**src/source/gpif_pkg.sv**
```systemverilog
// Shared bus widths, stream framing structs, Wishbone bundle and control packet constants
`default_nettype none

package gpif_pkg;

   // Plain vectors with a meaning of their own
   typedef logic [15:0] gpif_word_t;
   typedef logic [15:0] wb_adr_t;

   // 18-bit stream item, one bus word with framing
   typedef struct packed {
      logic       eof;
      logic       sof;
      gpif_word_t data;
   } fifo18_t;

   // 36-bit stream item, two bus words, low half first
   typedef struct packed {
      logic [1:0]  occ;
      logic        eof;
      logic        sof;
      logic [31:0] data;
   } fifo36_t;

   // Wishbone master outputs
   typedef struct packed {
      wb_adr_t    adr;
      gpif_word_t dat;
      logic [1:0] sel;
      logic       we;
      logic       cyc;
      logic       stb;
   } wb_m2s_t;

   // occ encodings
   localparam logic [1:0] OCC_FULL = 2'd0;
   localparam logic [1:0] OCC_LOW  = 2'd1;

   // Control packet: header, address, write data
   localparam int CTRL_PKT_WORDS = 3;
   // Response packet: header, data
   localparam int RESP_PKT_WORDS = 2;
   localparam int CTRL_WE_BIT    = 15;
   localparam int DATA_LEN_BITS  = 16;

   localparam int CTRL_CNT_W = $clog2(CTRL_PKT_WORDS);
   localparam int RESP_CNT_W = $clog2(RESP_PKT_WORDS);

endpackage

`default_nettype wire

```
**src/source/fifo_to_wb.sv**
```systemverilog
// Control packet engine; runs each packet as one Wishbone single access and returns a response
`timescale 1ns/1ps
`default_nettype none

module fifo_to_wb (
   input  wire logic                 gpif_clk,
   input  wire logic                 rst_n_i,
   input  wire gpif_pkg::fifo18_t    data_i,
   input  wire logic                 src_rdy_i,
   output logic                      dst_rdy_o,
   output gpif_pkg::fifo18_t         data_o,
   output logic                      src_rdy_o,
   input  wire logic                 dst_rdy_i,
   output gpif_pkg::wb_m2s_t         wb_m2s_o,
   input  wire gpif_pkg::gpif_word_t wb_dat_i,
   input  wire logic                 wb_ack_i
);
   import gpif_pkg::*;

   typedef enum logic [2:0] {
      IDLE_HDR,
      ADDR,
      WDATA,
      BUS,
      RESP_HDR,
      RESP_DATA
   } state_t;

   state_t                state;
   gpif_word_t            hdr, wdat, rdata;
   wb_adr_t               adr;
   logic [RESP_CNT_W-1:0] resp_cnt;
   logic                  in_xfer, out_xfer, resp_last, busy;

   assign dst_rdy_o = (state == IDLE_HDR) || (state == ADDR) || (state == WDATA);
   assign src_rdy_o = (state == RESP_HDR) || (state == RESP_DATA);
   assign in_xfer   = src_rdy_i & dst_rdy_o;
   assign out_xfer  = src_rdy_o & dst_rdy_i;
   assign resp_last = (resp_cnt == RESP_CNT_W'(RESP_PKT_WORDS - 1));
   assign busy      = (state == BUS);

   // Header echoed first, then the access data
   assign data_o = '{eof:  resp_last,
                     sof:  (state == RESP_HDR),
                     data: (state == RESP_HDR) ? hdr : rdata};

   assign wb_m2s_o = '{adr: adr,
                       dat: wdat,
                       sel: 2'b11,
                       we:  hdr[CTRL_WE_BIT],
                       cyc: busy,
                       stb: busy};

   ////////////////////////////////////////////////////////////
   // Packet FSM
   always_ff @(posedge gpif_clk) begin
      if (!rst_n_i) begin
         state    <= IDLE_HDR;
         resp_cnt <= '0;
      end else begin
         case (state)
            // Words outside a packet are dropped until the next sof
            IDLE_HDR:  if (in_xfer && data_i.sof) state <= ADDR;
            // Short packet, back to hunting for a header
            ADDR:      if (in_xfer) state <= data_i.eof ? IDLE_HDR : WDATA;
            WDATA:     if (in_xfer) state <= BUS;
            BUS: begin
               if (wb_ack_i) begin
                  resp_cnt <= '0;
                  state    <= RESP_HDR;
               end
            end
            RESP_HDR: begin
               if (out_xfer) begin
                  resp_cnt <= resp_cnt + 1'b1;
                  state    <= RESP_DATA;
               end
            end
            RESP_DATA: begin
               if (out_xfer) begin
                  resp_cnt <= resp_cnt + 1'b1;
                  if (resp_last)
                     state <= IDLE_HDR;
               end
            end
            default:   state <= IDLE_HDR;
         endcase
      end
   end

   // Packet fields and the read result
   always_ff @(posedge gpif_clk) begin
      if (state == IDLE_HDR && in_xfer && data_i.sof)
         hdr <= data_i.data;
      if (state == ADDR && in_xfer)
         adr <= data_i.data;
      if (state == WDATA && in_xfer)
         wdat <= data_i.data;
      if (busy && wb_ack_i)
         rdata <= hdr[CTRL_WE_BIT] ? wdat : wb_dat_i;
   end

endmodule

`default_nettype wire

```
**config.mk**
```make
export PLATFORM = sky130hd
export DESIGN_NAME = fifo_to_wb
export DESIGN_NICKNAME = d
export VERILOG_FILES = /design/src/source/gpif_pkg.sv /design/src/source/fifo_to_wb.sv
export SDC_FILE = /design/constraint.sdc
export NUM_CORES = 1
export LEC_CHECK = 0
export ABC_CLOCK_PERIOD_IN_PS = 5300
export BUFFER_PORTS_ARGS = -buffer_cell sky130_fd_sc_hd__buf_4
export CORE_UTILIZATION = 43
export CTS_BUF_LIST = sky130_fd_sc_hd__clkbuf_2
export CTS_CLUSTER_DIAMETER = 200
export CTS_CLUSTER_SIZE = 14
export DETAILED_ROUTE_END_ITERATION = 7
export PLACE_DENSITY = 0.71
export SETUP_SLACK_MARGIN = 0.05
export SYNTH_ARGS = -nofsm -noshare
export SYNTH_HDL_FRONTEND = slang
export SYNTH_SLANG_ARGS = --single-unit
```
**constraint.sdc**
```tcl
create_clock -name gpif_clk -period 5.3 [get_ports gpif_clk]
set_clock_uncertainty 0.15 [all_clocks]
set_input_delay 0.53 -clock gpif_clk [delete_from_list [all_inputs] [get_ports gpif_clk]]
set_output_delay 0.53 -clock gpif_clk [all_outputs]
set_load 0.005 [all_outputs]
```
# Word-level counts from Yosys, hierarchy flattened
# Cells that the tools add are included.
[word_totals]
word_cells = 50
input_bits = 39
regBits = 68
output_inout_bits = 57
[op_classes]
addsub = 1
reduce_logical = 14
n_bitwise = 2
mux = 14
eq_ne = 13
[op_table]
columns = ["operator", "count"]
rows = [
  ["16-bit 2-to-1 mux", 2],
  ["3-bit 2-to-1 mux", 7],
  ["3-bit case mux with 6 select lines", 1],
  ["2-bit inequality test, second input constant", 5],
  ["7-bit AND reduction", 1],
  ["3-bit by 2-bit == test with 1-bit output, second input constant", 2],
  ["3-bit == test, second input constant", 2],
  ["1-bit logical AND", 6],
  ["2-bit by 1-bit inequality test with 1-bit output, second input constant", 3],
  ["3-bit by 1-bit == test with 1-bit output, second input constant", 1],
  ["3-bit logical NOT", 1],
  ["1-bit logical OR", 3],
  ["3-bit AND reduction", 1],
  ["1-bit AND", 2],
  ["1-bit 2-to-1 mux", 2],
  ["2-bit 2-to-1 mux", 1],
  ["1-bit case mux with 2 select lines", 1],
  ["2-bit nonzero test", 1],
  ["2-bit OR reduction", 1],
  ["1-bit adder, second input constant", 1],
]

# Depth between registers and ports, before layout
[logic_depth]
word_depth = 7
depth_mapped = 5
depth_no_buf = 4

# Worst setup path before layout
# OpenSTA, ideal clock, no wires.
[synth_timing]
kind = "register to output"
startpoint = "register state[1]"
endpoint = "output data_o[10] (netlist bit)"
stages_incl_launch_ff = 5
t_required_ps = 4620
n_path_buf = 1
path_slack_ps = 3374
arrival_time_ps = 1246
path_cell_list = "dfxtp_1 > nand2b_2 > nor2_4 > buf_4 > mux2_1"
[synth_lines]
columns = ["element", "line", "source"]
rows = [
  ["start, declared", "fifo_to_wb.sv:29", "state_t state;"],
  ["start signal, assigned", "fifo_to_wb.sv:65", "ADDR: if (in_xfer) state <= data_i.eof ? IDLE_HDR : WDATA;"],
  ["end, declared", "fifo_to_wb.sv:11", "output gpif_pkg::fifo18_t data_o,"],
]

==> reports/summary.txt <==
Via count of the routed design: 1565
Multi-input logic area: 573 sq um
Die height: 80.9 um
Peak VDD IR: 0.000150 V
Rows: 28
Clock root buffer: clkbuf_2
CTS Buf Count: 9
Routed WL: 5.26 mm
Fin crit period: 2880 ps
Synth top area share: 71.8%
Cells after DPL: 306
Status: complete, no violations
Flops & latches, synth: 68
Non-filler instance count after layout: 322
Mapped Avg Cell Area: 18.0 sq um
R2r endpoint: resp_cnt
Grt ovf: 0
CTS tree: yes
Via/cell ratio: 4.86
Dpl hpwl: 3.48 mm
Post-DP Area: 0.00339 sq mm
Worst R2R Setup Slack: 3170 ps
Routed Antenna Nets: 0
Mapped Area: 0.00268 sq mm
Synth area leaders: edfxtp_1 72%, mux2_2 9.7%, mux2_1 3.8%
Post_cts resized: 0
Die X: 80.9 um
R2R cell count: 4
CP startpoint: state[1]
Worst skew pair latency: 460 ps
Max Fclk: 0.347 GHz
H-tree depth: 3
Clock transition at the registers of the reported paths: 180 ps
Synth cell types: 28
GRT Total Usage: 16.6%
Final setup viols: 0
Pleak: 1.36 nW
Setup Crit Path Kind: reg -> out
Sequential fraction of the synthesis area: 74.8%
CP arrival: 2200 ps
DRT iter0 DRCs: 67
Period Utilization, post-route: 54.4%
Worst hold path startpoint: data_i[4]
Register area: 0.00200 sq mm
Slew @ Worst Pin: 924 ps
Final Hold Viols: 0
Count of pins over their slew limit: 0
Synth Warn #: 0
Hold depth: 1
Final Cell Area: 0.00349 sq mm
CP Capture Type: output port
PwrDens: 276 mW/mm^2
DRC Markers: 0
Final Util: 58.6%
Setup TNS: 0 ps
IO buf count: 93
Pre-antenna DRT Iters: 4
Syn Inst Count: 149
CP Launch Type: flop
Clock Sinks: 68
Req. time, crit path: 4620 ps
Global-route wire length before repair: 7.51 mm
Max Fanout on Critical Path: 17
Number of global-route vias before repair: 1501
Min-delay worst type: in -> reg
Top Ports: 96
Initial antenna violation count: 0
ANT cells: 0
Final Wtd Congestion: 0.800
Largest net degree at the start of global routing: 19
Wirelength per Cell: 16.3 um
Floorplan core area: 0.00596 sq mm
RSZ-0062 raised after global routing: no
Slew HR: 38.3%
FF-to-FF Start: state[0]
Fill count: 495
Setup Fix Bufs, Post-CTS: 0
Hold Buf Count CTS: 0
DIE AREA: 0.00654 sq mm
Synthesis-to-layout area growth: 30.4%
Final #Nets: 281
Worst Hold Path EP: hdr[4]
Clock Tree Buf Depth: 2
Area leader, netlist: edfxtp_1
Maxcap violations: 0
Starting Density: 44.9%
Layout cells sized above 1: 53.4%
through the flow:
| stage | setup slack (ps) | hold slack (ps) | power [mW] |
|---|---|---|---|
| finish | 2420 | 91.8 | 0.965 |
| detailed placement | 2940 | 420 | 0.698 |
| global route | 2240 | 7.85 | 1.00 |
| floorplan | 3370 | 367 | 0.655 |
| CTS | 2380 | 47.2 | 0.974 |
| global placement | 2970 | 408 | 0.697 |
area by class of cell:
class | instances | area share [%]
multi-input cells | 65 | 16.4
repair buffers | 93 | 20.0
inverters | 5 | 0.538
clock inverters | 6 | 1.58
flip-flops and latches | 68 | 57.3
clock buffers | 10 | 1.43
well taps | 75 | 2.69
critical path, stage by stage (launching register included):
cell      delay, ps
dfxtp_1         470
nand2b_2        270
nor2_4          450
mux2_2          410
buf_4           140
cells in the final DEF, fill, tap and decap left out, types with 2 or more instances in the layout:
| cell type | count |
|---|---|
| clkbuf_2 | 10 |
| clkinv_1 | 3 |
| and4b_1 | 2 |
| mux2_1 | 9 |
| a21oi_1 | 5 |
| mux2i_1 | 2 |
| dfxtp_1 | 4 |
| buf_4 | 93 |
| edfxtp_1 | 64 |
| mux2_2 | 23 |
| nor2_1 | 6 |
| conb_1 | 2 |
| nor3_1 | 3 |
| inv_1 | 5 |
routing by layer:
| layer | wire [um] | global-route usage (%) | vias to the layer above |
|---|---|---|---|
| met5 | 0 | 0 | - |
| met4 | 74 | 9.11 | 0 |
| met3 | 347 | 5.06 | 9 |
| met2 | 2540 | 26.0 | 73 |
| met1 | 2290 | 20.6 | 736 |
| li1 | - | - | 747 |
sequential cells by signal, indices dropped and copies added, names as in the netlist:
signal / count
wdat: 16
resp_cnt: 1
rdata: 16
hdr: 16
adr: 16
state: 3
Yosys cell counts:
| master | n |
|---|---|
| edfxtp_1 | 64 |
| mux2_2 | 23 |
| mux2_1 | 9 |
| buf_4 | 8 |
| nor2_1 | 6 |
| a21oi_1 | 5 |
| inv_1 | 5 |
| dfxtp_1 | 4 |
| nor3_1 | 3 |
| and4b_1 | 2 |
| buf_2 | 2 |
| mux2i_1 | 2 |
| a211o_1 | 1 |
| a311oi_1 | 1 |
| and3_1 | 1 |
| and3b_1 | 1 |
| and4bb_2 | 1 |
| clkbuf_1 | 1 |
| conb_1 | 1 |
| dlymetal6s2s_1 | 1 |
| nand2_1 | 1 |
| nand2b_1 | 1 |
| nand2b_2 | 1 |
| nand3b_1 | 1 |
| nor2_4 | 1 |
| o21a_1 | 1 |
| o21ai_0 | 1 |
| or4_1 | 1 |
worst max-delay path by stage:
| stage | cells after the start | to |
|---|---|---|
| 3_3_place_gp | 4 | data_o[1] |
| 6_report | 4 | data_o[5] |
| 4_1_cts | 4 | data_o[0] |
| 5_1_grt | 4 | data_o[5] |
| 2_1_floorplan | 4 | data_o[10] |
| 3_5_place_dp | 4 | data_o[0] |
logic make-up after synthesis:
| group | count (synthesis) | share of synthesized area [%] |
|---|---|---|
| muxes | 34 | 14.2 |
| other | 1 | 0.140 |
| buffers and inverters | 17 | 3.93 |
| DFF | 68 | 74.8 |
| and+or+nand+nor | 20 | 4.86 |
| AOI/OAI and AO/OA | 9 | 2.06 |
where the power goes:
group	switching [mW]	internal (mW)	total (mW)
combinational	0.0272	0.0395	0.0668
clock	0.173	0.107	0.279
sequential	0.0119	0.607	0.619
total	0.212	0.753	0.965
(Power assumes the default switching activity.)
