<file path="config.mk">
export PLATFORM = sky130hd
export DESIGN_NAME = fifo19_to_fifo36
export DESIGN_NICKNAME = d
export VERILOG_FILES = /design/src/source/gpif_pkg.sv /design/src/source/fifo19_to_fifo36.sv
export SDC_FILE = /design/constraint.sdc
export NUM_CORES = 1
export LEC_CHECK = 0
export BUFFER_PORTS_ARGS = -buffer_cell sky130_fd_sc_hd__buf_2
export CAP_MARGIN = 40
export CORE_MARGIN = 5
export CORE_UTILIZATION = 35
export DETAILED_ROUTE_END_ITERATION = 16
export PLACE_DENSITY = 0.64
export SKIP_LAST_GASP = 1
export SLEW_MARGIN = 20
export SYNTH_ARGS = -nofsm -noshare
export SYNTH_HDL_FRONTEND = slang
export SYNTH_SLANG_ARGS = --single-unit
</file>
<file path="constraint.sdc">
create_clock -name gpif_clk -period 1.8 [get_ports gpif_clk]
set_input_delay 0 -clock gpif_clk [delete_from_list [all_inputs] [get_ports gpif_clk]]
set_output_delay 0 -clock gpif_clk [all_outputs]
set_load 0.01 [all_outputs]
</file>
<file path="src/source/gpif_pkg.sv">
// Shared bus widths, stream framing structs, Wishbone bundle and control packet constants
`default_nettype none

package gpif_pkg;

   // Plain vectors with a meaning of their own
   typedef logic [15:0] gpif_word_t;
   typedef logic [15:0] wb_adr_t;

   // 18-bit stream item, one bus word with framing
   typedef struct packed {
      logic       eof;
      logic       sof;
      gpif_word_t data;
   } fifo18_t;

   // 36-bit stream item, two bus words, low half first
   typedef struct packed {
      logic [1:0]  occ;
      logic        eof;
      logic        sof;
      logic [31:0] data;
   } fifo36_t;

   // Wishbone master outputs
   typedef struct packed {
      wb_adr_t    adr;
      gpif_word_t dat;
      logic [1:0] sel;
      logic       we;
      logic       cyc;
      logic       stb;
   } wb_m2s_t;

   // occ encodings
   localparam logic [1:0] OCC_FULL = 2'd0;
   localparam logic [1:0] OCC_LOW  = 2'd1;

   // Control packet: header, address, write data
   localparam int CTRL_PKT_WORDS = 3;
   // Response packet: header, data
   localparam int RESP_PKT_WORDS = 2;
   localparam int CTRL_WE_BIT    = 15;
   localparam int DATA_LEN_BITS  = 16;

   localparam int CTRL_CNT_W = $clog2(CTRL_PKT_WORDS);
   localparam int RESP_CNT_W = $clog2(RESP_PKT_WORDS);

endpackage

`default_nettype wire

</file>
<file path="src/source/fifo19_to_fifo36.sv">
// Stream packer; joins pairs of 18-bit items into one little-endian 36-bit item
`timescale 1ns/1ps
`default_nettype none

module fifo19_to_fifo36 (
   input  wire logic              gpif_clk,
   input  wire logic              rst_n_i,
   input  wire gpif_pkg::fifo18_t f19_data_i,
   input  wire logic              f19_src_rdy_i,
   output logic                   f19_dst_rdy_o,
   output gpif_pkg::fifo36_t      f36_data_o,
   output logic                   f36_src_rdy_o,
   input  wire logic              f36_dst_rdy_i
);
   import gpif_pkg::*;

   logic half, in_xfer, out_xfer;

   // Staging may start while the finished item leaves at the same edge
   assign f19_dst_rdy_o = ~f36_src_rdy_o | f36_dst_rdy_i;
   assign in_xfer       = f19_src_rdy_i & f19_dst_rdy_o;
   assign out_xfer      = f36_src_rdy_o & f36_dst_rdy_i;

   always_ff @(posedge gpif_clk) begin
      if (!rst_n_i) begin
         half          <= 1'b0;
         f36_src_rdy_o <= 1'b0;
      end else begin
         if (in_xfer && (half || f19_data_i.eof))
            f36_src_rdy_o <= 1'b1;
         else if (out_xfer)
            f36_src_rdy_o <= 1'b0;
         if (in_xfer)
            half <= ~half & ~f19_data_i.eof;
      end
   end

   // Low half first; eof on the low half leaves the high half empty
   always_ff @(posedge gpif_clk) begin
      if (in_xfer && !half) begin
         f36_data_o.data[15:0]  <= f19_data_i.data;
         f36_data_o.data[31:16] <= '0;
         f36_data_o.sof         <= f19_data_i.sof;
         f36_data_o.eof         <= f19_data_i.eof;
         f36_data_o.occ         <= f19_data_i.eof ? OCC_LOW : OCC_FULL;
      end else if (in_xfer) begin
         f36_data_o.data[31:16] <= f19_data_i.data;
         f36_data_o.eof         <= f19_data_i.eof;
         f36_data_o.occ         <= OCC_FULL;
      end
   end

endmodule

`default_nettype wire

</file>
---- Word level (Yosys, flattened, before mapping) ----
Index checks and enable logic that the tools add are counted.
Widths: inputs -> output; s select.
operators by class
  muxes and demuxes ....................... 5
  bitwise operators ....................... 7
  reductions and logical operators ........ 6
operators with widths
  operator           number
  $mux 3             2
  $reduce_bool 2->1  2
  $and 1x1->1        3
  $mux 1             3
  $not 1->1          3
  $logic_and 1x1->1  2
  $logic_not 1->1    1
  $logic_or 1x1->1   1
  $or 1x1->1         1
word-level totals
  register bits after elaboration ......... 38
  output and inout bits ................... 38
  word-level logic and storage cells ...... 25

---- Depth between registers and ports, before layout ----
  word-level depth ........................ 5
  gate-level depth with buffers ........... 6

---- Worst setup path before layout ----
OpenSTA, ideal clock, no wires.
  path kind ............................... register to register
  from .................................... register f36_src_rdy_o
  to ...................................... register f36_data_o[0] (netlist name) (enable)
  setup time .............................. 391 ps
  arrival time ............................ 1652 ps
  data required time ...................... 1409 ps
  path slack .............................. -243 ps
  stages on the path, launching flop included .. 7
  clock period less this slack ............ 2043 ps
  cell sequence ........................... dfxtp_1 -> nor2b_1 -> clkbuf_2 -> inv_2 -> nand2_4 -> buf_6 -> nor2_1
between the ends
  longest elaborated chain between the ends .. 4
RTL lines
  element                   line                    source
  start: declaration        fifo19_to_fifo36.sv:12  output logic f36_src_rdy_o,
  start signal: assignment  fifo19_to_fifo36.sv:27  f36_src_rdy_o <= 1'b0;
  start signal: assignment  fifo19_to_fifo36.sv:30  f36_src_rdy_o <= 1'b1;
  start signal: assignment  fifo19_to_fifo36.sv:32  f36_src_rdy_o <= 1'b0;
  $not 1->1                 fifo19_to_fifo36.sv:20  assign f19_dst_rdy_o = ~f36_src_rdy_o | f36_dst_rdy_i;
  $or 1x1->1                fifo19_to_fifo36.sv:20
  via f19_dst_rdy_o         fifo19_to_fifo36.sv:10  output logic f19_dst_rdy_o,
  $and 1x1->1               fifo19_to_fifo36.sv:21  assign in_xfer = f19_src_rdy_i & f19_dst_rdy_o;
  $logic_and 1x1->1         fifo19_to_fifo36.sv:40  if (in_xfer && !half) begin
  end: declaration          fifo19_to_fifo36.sv:11  output gpif_pkg::fifo36_t f36_data_o,
The timed path passes the listed nets, and every way through them passes these cells.
A chain may end at the register's enable or synchronous reset.

---- Final worst setup path ----
  from .................................... register f36_src_rdy_o
  to ...................................... register f36_data_o[6] (netlist name) (enable)
between the ends
  longest elaborated chain between the ends .. 4
RTL lines
  element            line
  $not 1->1          fifo19_to_fifo36.sv:20
  $or 1x1->1         fifo19_to_fifo36.sv:20
  $and 1x1->1        fifo19_to_fifo36.sv:21
  $logic_and 1x1->1  fifo19_to_fifo36.sv:40
Every way passes these cells.

==> summary.txt <==
Floorplanning
  • Row count: 21
  • Ports placed on the boundary: 60
  • Die span in y: 70.1 um
  • Core ar.: 3420 um2
  • Floorplan die area: 4920 um2
  • Initial Util: 37.1%
  • Die width: 70.1 um

Synthesis
  • Post-Syn Instances: 105
  • Flops & latches, synth: 37
  • Cell area after synthesis: 1270 um2
  • Number of warnings printed during yosys synthesis: 0
  • Cell variety after synth: 19
  • Mean Syn Cell Area: 12.1 um2
  • Proportion of synthesized chip area in sequential cells: 73.5%
  • Mapped Nets: 127

Pwr
  • Power Dens Cells: 834 nW/um2
  • Maximum ir drop on the vdd rail: 0.519 mV
  • Leakage: 0.796 nW

Final layout
  • Number of standard cells in the final layout excluding fillers: 234
  • Final core utilization: 54.5%
  • Share of final-layout standard cells stronger than drive strength 1: 37.8%
  • Number of diodes added for antenna fixing: 0
  • Synthesis-to-layout area growth: 47.1%
  • Layout Nets: 210
  • Number of fillers in the final layout: 305

Worst setup path
  • Crit path arrival time: 1.31 ns
  • Biggest fanout along the worst timing path: 19
  • CP cell instances: nor2b_1 > inv_2 > nand2_4 > nor2_2 > buf_4
  • Endpoint type of the worst setup path: register
  • Cell with the biggest individual delay on the critical path: sky130_fd_sc_hd__dfxtp_1
  • Setup crit start kind: register
  • Critical setup path kind: register to register
  • Data required time of the worst path: 1.84 ns
  • Critical path's largest stage delay: 0.32 ns

Clocking
  • Hold Buf Count CTS: 21
  • CTS tree: yes
  • Total number of H-tree levels: 2
  • Number of gates resized after CTS: 0
  • CTS Root Cell: sky130_fd_sc_hd__clkbuf_4
  • CTS Buf Count: 5
  • Clock transition time at the flip-flop clock pins of the worst setup and hold paths: 0.09 ns
  • CTS sink count: 37
  • Clock latency reported for the late side of the worst-skew pair: 0.33 ns
  • Setup Buffers After CTS: 0
  • Clock tree buffer depth: 2

Global routing
  • Maximum number of pins on one net before global-route repair: 20
  • Most Used Layer, Global Route: met2
  • Met1 track demand over resource: 12.3%
  • Leftover overflow at the end of global routing: 0
  • Met3 Use GR: 3.73%
  • Via count of the first global-routing pass: 1164
  • Global routing usage summed across all routing layers: 13.2%
  • Global routing met2 resource utilization: 25.8%
  • Wire length of the first global-routing pass: 5.11 mm
  • Number of antenna violations at the first check in global routing: 0

STA
  • Worst Setup Slack, final: 0.530 ns
  • Final hold violations: 0
  • Share of the clock period used by the worst path after layout: 70.6%
  • Unrepaired setup endpoints after global routing: false
  • Worst clock skew: 0.00919 ns
  • Min Tclk post-route: 1.27 ns
  • Total negative slack: 0 ns
  • Number of slew-limit violations in the final report: 0
  • Maximum clock frequency: 787 MHz
  • Setup violation total in the final timing report: 0

Detailed routing
  • DR vias: 1076
  • Via-to-Cell Ratio: 4.60
  • Initial DRC count: 30
  • First-pass detailed-route iteration total: 4
  • Total Wirelength: 3.13 mm
  • WL per Instance: 13.4 um
  • Remaining antenna violation count after routing: 0
  • Post-route DRC violation count: 0

Placed design
  • Worst slack at placement: 0.542 ns
  • Port Buffers: 58
  • Cell count after placement: 206
  • Hpwl dp: 2.19 mm
  • Final RePlAce weighted congestion: 0.688

Min path
  • Worst hold path type: input pin to register

Flow run
  • Max_cap viols: 0

Status
  • Result of the run: completed
power breakdown:
group / leakage [nW] / internal, mW / switching, mW / total (mW)
registers: 0.330 / 0.941 / 0.0204 / 0.962
clock network: 0.0258 / 0.142 / 0.245 / 0.387
logic: 0.440 / 0.0981 / 0.107 / 0.205
area by class of cell:
class                           count  area, um2  share of cell area, %
Tap cell                           46       57.6                   3.09
Multi-Input combinational cell     58        288                   15.4
Sequential cell                    37        931                   50.0
Timing Repair Buffer               83        531                   28.5
Inverter                            3       11.3                  0.604
Clock buffer                        6       41.3                   2.22
Clock inverter                      1       3.75                  0.201
cells in the mapped netlist:
cell	number	area (um2)
sky130_fd_sc_hd__o21ai_0	33	165
sky130_fd_sc_hd__edfxtp_1	19	571
sky130_fd_sc_hd__dfxtp_1	18	360
sky130_fd_sc_hd__nand2_1	16	60.1
sky130_fd_sc_hd__clkbuf_1	4	15.0
sky130_fd_sc_hd__inv_2	2	7.51
sky130_fd_sc_hd__a21boi_0	1	7.51
sky130_fd_sc_hd__a21boi_1	1	7.51
sky130_fd_sc_hd__buf_4	1	7.51
sky130_fd_sc_hd__buf_6	1	11.3
sky130_fd_sc_hd__clkbuf_2	1	5.00
sky130_fd_sc_hd__conb_1	1	3.75
sky130_fd_sc_hd__inv_1	1	3.75
sky130_fd_sc_hd__nand2_4	1	11.3
sky130_fd_sc_hd__nor2_1	1	3.75
sky130_fd_sc_hd__nor2b_1	1	6.26
sky130_fd_sc_hd__nor3b_1	1	7.51
sky130_fd_sc_hd__o21ai_1	1	5.00
sky130_fd_sc_hd__or4_1	1	7.51
flip-flops by register name, summed over array words and instances (netlist names):
signal and flops:
half 1, f36_data_o 35, f36_src_rdy_o 1
final timing paths:
path                                startpoint        endpoint  slack, ns  cells past startpoint
worst max-delay path             f36_src_rdy_o   f36_data_o[6]       0.53                      5
worst min-delay path            f19_data_i[16]  f36_data_o[32]       0.39                      2
worst max register to register   f36_src_rdy_o   f36_data_o[6]       0.53                      5
worst min register to register  f36_data_o[17]  f36_data_o[17]       0.48                      2
layout by cell type, fill, tap and decap left out, types with 2 or more instances in the layout:
master and n:
sky130_fd_sc_hd__o21ai_0 33, sky130_fd_sc_hd__dlygate4sd3_1 21, sky130_fd_sc_hd__inv_2 2, sky130_fd_sc_hd__clkbuf_4 5
sky130_fd_sc_hd__nand2_1 16, sky130_fd_sc_hd__buf_2 58, sky130_fd_sc_hd__buf_4 4, sky130_fd_sc_hd__edfxtp_1 19
sky130_fd_sc_hd__dfxtp_1 18
through the flow:
| step | hold WS [ns] | power (mW) | instance area, um2 |
|---|---|---|---|
| 6_report | 0.388 | 1.55 | 1860 |
| 2_1_floorplan | 0.0989 | 1.06 | 1270 |
| 4_1_cts | 0.376 | 1.56 | 1860 |
| 3_5_place_dp | 0.184 | 1.15 | 1610 |
| 5_1_grt | 0.392 | 1.63 | 1860 |
| 3_3_place_gp | 0.179 | 1.15 | 1610 |
cells by family (layout without fill, tap and decap cells):
logic type | count (synthesis) | count (layout) | share of synthesized area, %
compound gates | 36 | 36 | 14.6
buf+inv | 10 | 93 | 3.95
flops | 37 | 37 | 73.5
other cells | 1 | 1 | 0.296
simple gates | 21 | 21 | 7.61
per-layer routing:
metal / vias to the layer above / routed length [um]
met1: 506 / 1120
met3: 4 / 207
met5: - / 0
li1: 530 / -
met4: 0 / 48
met2: 36 / 1750
critical path, delay by kind of cell (launching register included):
kind | cells | cell delay (ns)
DFF | 1 | 0.32
buffers and inverters | 2 | 0.27
and+or+nand+nor | 3 | 0.39
(Power assumes the default switching activity.)
