File: config.mk
export PLATFORM = sky130hd
export DESIGN_NAME = fifo36_to_fifo19
export DESIGN_NICKNAME = d
export VERILOG_FILES = /design/src/source/gpif_pkg.sv /design/src/source/fifo36_to_fifo19.sv
export SDC_FILE = /design/constraint.sdc
export NUM_CORES = 1
export LEC_CHECK = 0
export BUFFER_PORTS_ARGS = -buffer_cell sky130_fd_sc_hd__buf_2
export CORE_AREA = 2 2 39 41
export DETAILED_ROUTE_END_ITERATION = 7
export DIE_AREA = 0 0 41 43
export GPL_TIMING_DRIVEN = 0
export PLACE_DENSITY = 0.73
export SETUP_SLACK_MARGIN = 0.15
export SLEW_MARGIN = 10
export SYNTH_ARGS = -nofsm -noshare
export SYNTH_HDL_FRONTEND = slang
export SYNTH_SLANG_ARGS = --single-unit
File: constraint.sdc
create_clock -name gpif_clk -period 2.4 [get_ports gpif_clk]
set_input_delay 0.48 -clock gpif_clk [delete_from_list [all_inputs] [get_ports gpif_clk]]
set_output_delay 0.48 -clock gpif_clk [all_outputs]
set_load 0.05 [all_outputs]
File: src/source/gpif_pkg.sv
// Shared bus widths, stream framing structs, Wishbone bundle and control packet constants
`default_nettype none

package gpif_pkg;

   // Plain vectors with a meaning of their own
   typedef logic [15:0] gpif_word_t;
   typedef logic [15:0] wb_adr_t;

   // 18-bit stream item, one bus word with framing
   typedef struct packed {
      logic       eof;
      logic       sof;
      gpif_word_t data;
   } fifo18_t;

   // 36-bit stream item, two bus words, low half first
   typedef struct packed {
      logic [1:0]  occ;
      logic        eof;
      logic        sof;
      logic [31:0] data;
   } fifo36_t;

   // Wishbone master outputs
   typedef struct packed {
      wb_adr_t    adr;
      gpif_word_t dat;
      logic [1:0] sel;
      logic       we;
      logic       cyc;
      logic       stb;
   } wb_m2s_t;

   // occ encodings
   localparam logic [1:0] OCC_FULL = 2'd0;
   localparam logic [1:0] OCC_LOW  = 2'd1;

   // Control packet: header, address, write data
   localparam int CTRL_PKT_WORDS = 3;
   // Response packet: header, data
   localparam int RESP_PKT_WORDS = 2;
   localparam int CTRL_WE_BIT    = 15;
   localparam int DATA_LEN_BITS  = 16;

   localparam int CTRL_CNT_W = $clog2(CTRL_PKT_WORDS);
   localparam int RESP_CNT_W = $clog2(RESP_PKT_WORDS);

endpackage

`default_nettype wire

File: src/source/fifo36_to_fifo19.sv
// Stream unpacker; splits 36-bit items into 18-bit items, low half first
`timescale 1ns/1ps
`default_nettype none

module fifo36_to_fifo19 (
   input  wire logic              gpif_clk,
   input  wire logic              rst_n_i,
   input  wire gpif_pkg::fifo36_t f36_data_i,
   input  wire logic              f36_src_rdy_i,
   output logic                   f36_dst_rdy_o,
   output gpif_pkg::fifo18_t      f19_data_o,
   input  wire logic              f19_dst_rdy_i,
   output logic                   f19_src_rdy_o
);
   import gpif_pkg::*;

   logic hi, last;

   // Low-only items skip the high half
   assign last = hi | (f36_data_i.occ == OCC_LOW);

   assign f19_src_rdy_o = f36_src_rdy_i;
   assign f36_dst_rdy_o = f19_dst_rdy_i & last;

   assign f19_data_o = '{eof:  f36_data_i.eof & last,
                         sof:  f36_data_i.sof & ~hi,
                         data: hi ? f36_data_i.data[31:16] : f36_data_i.data[15:0]};

   always_ff @(posedge gpif_clk) begin
      if (!rst_n_i)
         hi <= 1'b0;
      else if (f19_src_rdy_o && f19_dst_rdy_i)
         hi <= ~last;
   end

endmodule

`default_nettype wire

**Word level (Yosys, flattened, before mapping)**

Cells that the tools add are included.

- Equality and inequality tests: 1
- Multiplexer cells: 1
- Bitwise logic cells: 6
- Reductions and logical operators: 1

Operators with widths:

| kind | number |
|---|---|
| $mux 16 | 1 |
| $and 1x1->1 | 3 |
| $eq 2x1->1 const B | 1 |
| $not 1->1 | 2 |
| $logic_and 1x1->1 | 1 |
| $or 1x1->1 | 1 |

- Bits in registers: 1
- Bits of input ports: 40
- Output and inout bits: 20
- Word-level logic and storage cells: 10

**Longest topological paths before layout**

Gate-level depths: netlist (run 1).

- Depth after elaboration: 3
- Gate-level depth with buffers: 3
- Mapped depth without buffers: 3

**Worst setup path after synthesis (run 1)**

Ideal clock, no wire load.

- Path type: input port to output port
- Start: in f36_data_i[34] in the netlist's numbering
- End: out f19_data_o[17] in the netlist's numbering
- Data arrival time: 1367 ps
- Data required time: 1920 ps
- Slack: 553 ps
- Stages on the path: 3
- Buffers on the path: 0
- Path through: nor2b_1 > nor2_1 > nor2b_1

RTL lines:

| item | line | text |
|---|---|---|
| from (decl) | fifo36_to_fifo19.sv:8 | `input wire gpif_pkg::fifo36_t f36_data_i,` |
| to (decl) | fifo36_to_fifo19.sv:11 | `output gpif_pkg::fifo18_t f19_data_o,` |

**Worst setup path in the final report (run 1)**

- Start: in f36_data_i[35] in the netlist's numbering
- End: out f36_dst_rdy_o

- Cells in the longest elaborated chain, start to end: 3

Ends and longest elaborated chain:

| item | line | text |
|---|---|---|
| $eq 2x1->1 | fifo36_to_fifo19.sv:20 | `assign last = hi \| (f36_data_i.occ == OCC_LOW);` |
| $or 1x1->1 | fifo36_to_fifo19.sv:20 |  |
| $and 1x1->1 | fifo36_to_fifo19.sv:23 | `assign f36_dst_rdy_o = f19_dst_rdy_i & last;` |
| to (decl) | fifo36_to_fifo19.sv:10 | `output logic f36_dst_rdy_o,` |

Every way passes these cells.

==> flow_summary.ini, run 1 <==
[worst_setup_path]
worstSetupEndpointType = primary output
cp.arrival_ns = 1.17
crit_fanout = 2
ff2ff_setup_slack_ns = 1.41
reg2reg_depth = 3
critPathRequiredTime_ns = 1.92
r2r_end = hi
path_class = input port to primary output
reg2reg_from = hi
critPathLaunchType = input port

[layout]
final_common_cell = buf_2
top_regs = hi (1)
fin_util_pct = 42.59
largest_reg_flops = 1
nNetsFinal = 130
layout_common_cells = 60 x buf_2, 16 x mux2_2, 4 x nor2b_1
regMostFlops = hi
syn2layout_area_growth_pct = 115.1
drive_above_1_share_pct = 88.64
num_antenna_cells = 0

[hold_path]
min_from = hi
holdPathStages = 3
min_path_type = flop to flop
hold_end = hi

[power_and_ir_drop]
p_per_area_nw_per_um2 = 354.3
vdd_drop_max_v = 0.0001425
p_leak_nw = 0.3350

[floorplan]
ios = 60
die_height_um = 43
dieArea_um2 = 1763
coreArea_um2 = 1384
fp-row-count = 14
initial_core_util_pct = 19.80
fp.dieW_um = 41

[run]
cap_violations = 0

[timing]
whs_ns = 0.6783
slew_headroom_pct = 83.32
min_period_ns = 1.647
fin_skew_ns = 0
drv_slew = 0
rsz0062_at_grt = false
hold_viol_final = 0
tns_ns = 0
setup_violations = 0
max_freq_mhz = 607.2
worstMarginPinSlew_ns = 0.2520
period_share_pct = 68.62

[drt]
drc = 0
dr.pass1.iters = 2
wl_per_cell_um = 9.567
drt_iter0_drc = 1
vias = 460
routed_wl_um = 995
via_per_inst = 4.423
ant_nets = 0

[global_routing]
grt_pass1_wl_mm = 1.455
grt_max_degree = 11
grt_pass1_vias = 399
grt_overflow_total = 0
antenna_found_initial = 0
grtUsageTotal_pct = 11.31

[synthesis]
synth_cells = 29
yosysSeqAreaShare_pct = 7.306
ys_warn_count = 0
synth.avg_cell_area_um2 = 9.449
syn-cell-area_um2 = 274.0
synth_cell_types = 10
ys_ff_latch = 1
synth_nets = 69

[run_status]
status = finished, final reports clean

[clocking]
clock_latency_ns = 0
ctsResizeCount = 0
clk_pin_slew_ns = 0
post_cts_buffers = 0
hold_buffers = 0

[place]
numPortBuffers = 59
place_hpwl_um = 934.8
gp_congestion = 0.7121
[where the power goes]
group	switching [mW]	internal (mW)	leakage, nW
clock	0	0	0
sequential	0.000605	0.0180	0.00821
combinational	0.124	0.0662	0.327
total	0.125	0.0842	0.335
[critical path: stages]
cell and delay [ns]:
buf_2 0.10, nor2b_1 0.15, nor2_1 0.08, nor2b_1 0.10, buf_2 0.26
[synthesized netlist by cell type]
library cell / n / area share [%]
nor2_1: 1 / 1.4
buf_4: 1 / 2.7
or3_1: 1 / 2.3
mux2_2: 16 / 66
nand2_1: 2 / 2.7
buf_2: 1 / 1.8
buf_6: 1 / 4.1
dfxtp_1: 1 / 7.3
a21boi_1: 1 / 2.7
nor2b_1: 4 / 9.1
[cells by family (layout without fill, tap and decap cells)]
| logic type | count (synthesis) | count (layout) | synth area share, % |
|---|---|---|---|
| mux | 16 | 16 | 65.75 |
| simple gates | 8 | 8 | 15.52 |
| buf+inv | 3 | 62 | 8.675 |
| compound gates | 1 | 1 | 2.741 |
| flops | 1 | 1 | 7.306 |
[layer usage]
metal  GRT usage (%)  wire length [um]  vias to the layer above
met5               0                 0                        -
met2           25.00               500                       49
li1                -                 -                      223
met1           9.873               277                      188
met3           1.047               217                        0
met4               0                 0                        0
[final cells by class]
type	instances	area, um^2
repair buffers	59	295.3
multi-input cells	25	230.2
well taps	16	20.02
flip-flops and latches	1	20.02
plain buffers	3	23.77
fillers	143	794.5
[worst max path at each step]
stage                               from              to  slack [ns]  depth (start not counted)
after detailed placement  f36_data_i[35]   f36_dst_rdy_o        0.74                          5
after floorplan           f36_data_i[34]  f19_data_o[17]        0.55                          3
after global placement    f36_data_i[35]   f36_dst_rdy_o        0.77                          5
final                     f36_data_i[35]   f36_dst_rdy_o        0.75                          5
after global routing      f36_data_i[35]   f36_dst_rdy_o        0.68                          5
after CTS                 f36_data_i[35]   f36_dst_rdy_o        0.74                          5
[stage by stage]
step / power, mW / cell area, um^2 / worst slack [ns] / cells
after detailed placement: 0.2101 / 589.3 / 0.7382 / 104
after CTS: 0.2105 / 589.3 / 0.7382 / 104
after floorplan: 0.1553 / 274.0 / 0.5531 / 29
final: 0.2088 / 589.3 / 0.7531 / 104
after global placement: 0.2072 / 589.3 / 0.7695 / 104
after global routing: 0.2212 / 589.3 / 0.6789 / 104
(Power assumes the default switching activity.)
==> run 2, diff against run 1 <==
- ABC_AREA: unset -> 1
- PLACE_DENSITY: 0.73 -> 0.77
- clock period: 2.4 -> 1.61 ns (I/O delays scaled with it)
==> run 2 against run 1 <==
Against the previous run:
- via count up 28%
- first-iteration DRC count rose by 100%
- sequential share of layout area down 0.27 points
- total power up 76%
- critical path depth stayed put
- clock skew unchanged
- hold slack worse by 0.12 ns
- global-route usage grew 0.089 points
- critical path type is now flop to primary output
==> flow_summary.ini, run 2 <==
[run_status]
status = finished, final reports clean

[floorplan]
dieArea_um2 = 1763
die_height_um = 43
coreArea_um2 = 1384
fp.dieW_um = 41
ios = 60
initial_core_util_pct = 23.33
fp-row-count = 14

[layout]
nNetsFinal = 170
stdcell_count = 144
regMostFlops = hi
num_antenna_cells = 0
largest_reg_flops = 1
top_regs = hi (1)
fill_cells = 146
final_common_cell = buf_2
drive_above_1_share_pct = 54.69
layout_common_cells = 59 x buf_2, 48 x nand2_1, 6 x inv_1
syn2layout_area_growth_pct = 98.45
register_area_um2 = 20.02
multi_input_area_um2 = 230.2

[global_routing]
antenna_found_initial = 0
use_met2_pct = 23.75
grt_overflow_total = 0
grt_pass1_vias = 453
grt_pass1_wl_mm = 1.538
busiest_layer = met2
use_met1_pct = 11.75
grtUsageTotal_pct = 11.40
grt_max_degree = 11
use_met3_pct = 0.5236

[worst_setup_path]
crit_chain = buf_6 -> buf_4 -> nand2_1 -> nand2_1 -> buf_2
reg2reg_depth = 5
critPathRequiredTime_ns = 1.29
worstSetupEndpointType = primary output
cp_slowest_cell = dfxtp_1
startpoint = hi
critPathLaunchType = flop
r2r_end = hi
crit_cells = 5
reg2reg_from = hi
ff2ff_setup_slack_ns = 0.84
path_common_cell = nand2_1
path_class = flop to primary output
worst-path-buf-inv = 3
endpoint = f19_data_o[11]
cp.arrival_ns = 1.02
path_delay_family = buffers and inverters
slowest_delay_ns = 0.30
crit_fanout = 10

[drt]
via_per_inst = 4.090
wl_per_cell_um = 7.250
dr.pass1.iters = 2
routed_wl_mm = 1.044
ant_nets = 0
drt_iter0_drc = 2
drc = 0
vias = 589

[power_and_ir_drop]
combPwrFrac_pct = 92.4
p_leak_nw = 0.4692
seqPwrFrac_pct = 7.6
internal_power_mw = 0.1264
p_total_mw = 0.3681
sw_frac_of_total_pct = 65.65
clkPwrFrac_pct = 0
p_sw_mw = 0.2417
vdd_drop_max_v = 0.0002596
p_per_area_nw_per_um2 = 574.6

[synthesis]
synth-edff-count = 0
synth.avg_cell_area_um2 = 4.678
synthArstFlopShare_pct = 0
syn-cell-area_um2 = 322.8
synth_commonest_cells = 48 x nand2_1, 6 x inv_1, 5 x nand2_2, 3 x nor2_1, 2 x buf_4
yosysSeqAreaShare_pct = 6.202
synth_cells = 69
synth_nets = 109
ys_ff_latch = 1
synth_cell_types = 10
synthFlopType = dfxtp_1
synth.top_cell.area_share_pct = 55.81
synth_top_cell_by_area = nand2_1
ys_warn_count = 0
yosys-top-cells-area = nand2_1 56%, nand2_2 9.7%, inv_1 7.0%
yosysMostFrequentCell = nand2_1

[timing]
min_period_ns = 1.342
tns_ns = 0
drv_slew = 0
whs_ns = 0.5541
worstMarginPinSlew_ns = 0.2509
setup_violations = 0
hold_viol_final = 0
rsz0062_at_grt = false
fin_skew_ns = 0
slew_headroom_pct = 83.39
period_share_pct = 83.34
max_freq_mhz = 745.3

[clocking]
ctsResizeCount = 0
clock_latency_ns = 0
hold_buffers = 0
post_cts_buffers = 0
clk_pin_slew_ns = 0

[place]
dp_cells = 144
place_hpwl_um = 940
numPortBuffers = 59
gp_congestion = 0.6695

[run]
cap_violations = 0

[hold_path]
min_path_type = input port to flop
==> run 2: changes by cell type in the layout (fill, tap and decap cells not counted), moves of 4 or more <==
cell / change
mux2_2: -16
nand2_1: +46
nand2_2: +5
inv_1: +6
nor2b_1: -4
==> run 2: kinds of logic after synthesis <==
| logic type | count (synthesis) | share of synthesized area [%] |
|---|---|---|
| and+or+nand+nor | 56 | 68.99 |
| buffers and inverters | 11 | 23.25 |
| AOI/OAI and AO/OA | 1 | 1.549 |
| DFF | 1 | 6.202 |
==> run 2: area by class of cell <==
cell class              instances  share of cell area [%]
plain buffers                   4                   6.445
inverters                       7                   5.273
multi-input cells              57                   35.94
flip-flops and latches          1                   3.125
well taps                      16                   3.125
repair buffers                 59                   46.09
==> run 2: worst reg2reg max path, cell delays in order (launching register included) <==
cell,delay [ns]
dfxtp_1,0.30
buf_6,0.14
inv_8,0.05
nand2_1,0.06
nand2_1,0.04
a21oi_1,0.10
==> run 2: power by group through the flow <==
stage               Clock (mW)  Combinational [mW]  Sequential [mW]
global placement             0               0.339           0.0278
global route                 0               0.370           0.0279
finish                       0               0.340           0.0278
floorplan                    0               0.244           0.0278
detailed placement           0               0.343           0.0278
CTS                          0               0.344           0.0278
==> run 2: how the worst min path moves through the flow <==
| stage | start | endpoint | slack, ns | cells after the start |
|---|---|---|---|---|
| floorplan | rst_n_i | hi | 0.44 | 2 |
| global placement | rst_n_i | hi | 0.55 | 3 |
| detailed placement | rst_n_i | hi | 0.56 | 3 |
| CTS | rst_n_i | hi | 0.56 | 3 |
| global route | rst_n_i | hi | 0.58 | 3 |
| finish | rst_n_i | hi | 0.55 | 3 |
==> run 2: layer usage <==
metal	part of all wire [%]	vias to the layer above
met3	18	0
met2	46	47
li1	-	317
met5	0	-
met4	0	0
met1	35	225
==> run 2: metrics by stage <==
step / setup WS [ns] / util [%] / area [um^2]
floorplan: 0.04389 / - / 325.3
global placement: 0.2858 / 46.29 / 640.6
detailed placement: 0.2575 / 46.29 / 640.6
CTS: 0.2568 / 46.29 / 640.6
global route: 0.1832 / 46.29 / 640.6
finish: 0.2683 / 46.29 / 640.6
==> run 3, diff against run 2 <==
- ABC_AREA: 1 -> 0
- CORE_AREA: 2 2 39 41 -> unset
- CORE_UTILIZATION: unset -> 20
- DIE_AREA: 0 0 41 43 -> unset
- PLACE_DENSITY: 0.77 -> 0.74
- clock period: 1.61 -> 1.2 ns (I/O delays scaled with it)
==> run 3 against run 2 <==
Against the previous run:
- the run now ends with setup timing left
- setup slack got worse by 0.29 ns
- critical path depth fell by 2
- combinational power rose by 65%
- via count fell by 18%
- routed wire length rose by 28%
- total power rose by 63%
- final area rose by 42%
- clock skew did not move
- flip-flop and latch count did not move
- utilization rose by 31 points
- sequential power rose by 44%
==> flow_summary.ini, run 3 (same netlist as run 1, synthesis figures left out) <==
[run_status]
status = complete, but fails checks
violations = setup timing

[layout]
regMostFlops = hi
largest_reg_flops = 1
final_common_cell = buf_2
register_area_um2 = 23.77
nNetsFinal = 134
stdcell_count = 106
fin_util_pct = 76.79
top_regs = hi (1)
syn2layout_area_growth_pct = 232.4
num_antenna_cells = 0
drive_above_1_share_pct = 95.65
fill_cells = 67
stdcell_area_um2 = 910.9
layout_common_cells = 40 x buf_2, 16 x mux2_4, 13 x buf_6
multi_input_area_um2 = 327.8

[place]
dpl_worst_slack_ns = -0.06557
numPortBuffers = 59
placed_cell_area_um2 = 656.9
gp_congestion = 0.6649
dp_cells = 102
place_hpwl_um = 796.4

[drt]
dr.pass1.iters = 3
wl_per_cell_um = 12.65
via_per_inst = 4.547
drt_iter0_drc = 2
routed_wl_mm = 1.341
drc = 0
ant_nets = 0
vias = 482

[worst_setup_path]
worstSetupEndpointType = primary output
crit_fanout = 5
cp.arrival_ns = 0.98
critPathLaunchType = flop
path_class = flop to primary output
critPathRequiredTime_ns = 0.96

[timing]
rsz0062_at_grt = true
slew_headroom_pct = 83.66
setup_violations = 11
period_share_pct = 101.8
hold_viol_final = 0
worstMarginPinSlew_ns = 0.2467
setup_ws_ns = -0.02118
fin_skew_ns = 0
min_period_ns = 1.221
tns_ns = -0.1141
max_freq_mhz = 818.9
drv_slew = 0

[power_and_ir_drop]
vdd_drop_max_v = 0.0004193
p_per_area_nw_per_um2 = 659.6
p_leak_nw = 0.4954

[global_routing]
grt_pass1_wl_mm = 1.304
antenna_found_initial = 0
grt_max_degree = 11
grtUsageTotal_pct = 11.85
grt_pass1_vias = 342
grt_overflow_total = 0

[floorplan]
fp-row-count = 12
ios = 60
coreArea_um2 = 1186
initial_core_util_pct = 23.10
dieArea_um2 = 1522
die_height_um = 39.02
fp.dieW_um = 39.02

[clocking]
clock_latency_ns = 0
clk_pin_slew_ns = 0
hold_buffers = 0

[hold_path]
min_path_type = input port to flop

[run]
cap_violations = 0
-- run 3: cell types whose count changed in the layout (fill, tap and decap cells not counted), sizes merged --
cell	delta
nand2	-51
a21oi	-1
inv	-7
a21boi	+1
clkbuf	+1
mux2	+16
nor2	-2
buf	+2
or3	+1
nor2b	+4
-- run 3: per-layer routing --
layer	GRT usage, %	vias up	routed length, um
met5	0	-	0
met4	0	0	0
met3	1.734	0	221
met2	25.00	53	608
met1	12.54	198	511
li1	-	231	-
-- run 3: area by class of cell --
| type | instances | share of cell area (%) |
|---|---|---|
| plain buffers | 3 | 4.258 |
| flip-flops and latches | 1 | 2.610 |
| well taps | 14 | 1.923 |
| multi-input cells | 25 | 35.99 |
| repair buffers | 63 | 55.22 |
-- run 3: timing repair --
action,CTS,global route
pin swaps,0,3
buffers inserted,1,1
endpoints found under the setup margin,19,18
cloned,0,2
resized for setup,30,32
-- run 3: critical path: stages, from the launching register on --
cell and delay, ns:
dfxtp_4 0.37, buf_6 0.14, mux2_4 0.32, buf_8 0.15
-- run 3: through the flow --
step | power, mW | hold slack, ns
floorplan | 0.3466 | 0.3907
global placement | 0.4484 | 0.4962
detailed placement | 0.4526 | 0.4911
CTS | 0.5123 | 0.4911
global route | 0.6203 | 0.5106
finish | 0.6008 | 0.4955
-- run 3: final timing paths --
path                                       to    start  slack [ns]  depth (start not counted)
worst min-delay path                       hi  rst_n_i        0.50                          2
worst max register to register             hi       hi        0.19                          3
worst max-delay path            f19_data_o[3]       hi       -0.02                          3
worst min register to register             hi       hi        0.66                          3
-- run 3: where the power goes --
group	internal (mW)	switching (mW)
registers	0.0354	0.00459
clock network	0	0
logic	0.273	0.288
total	0.309	0.292
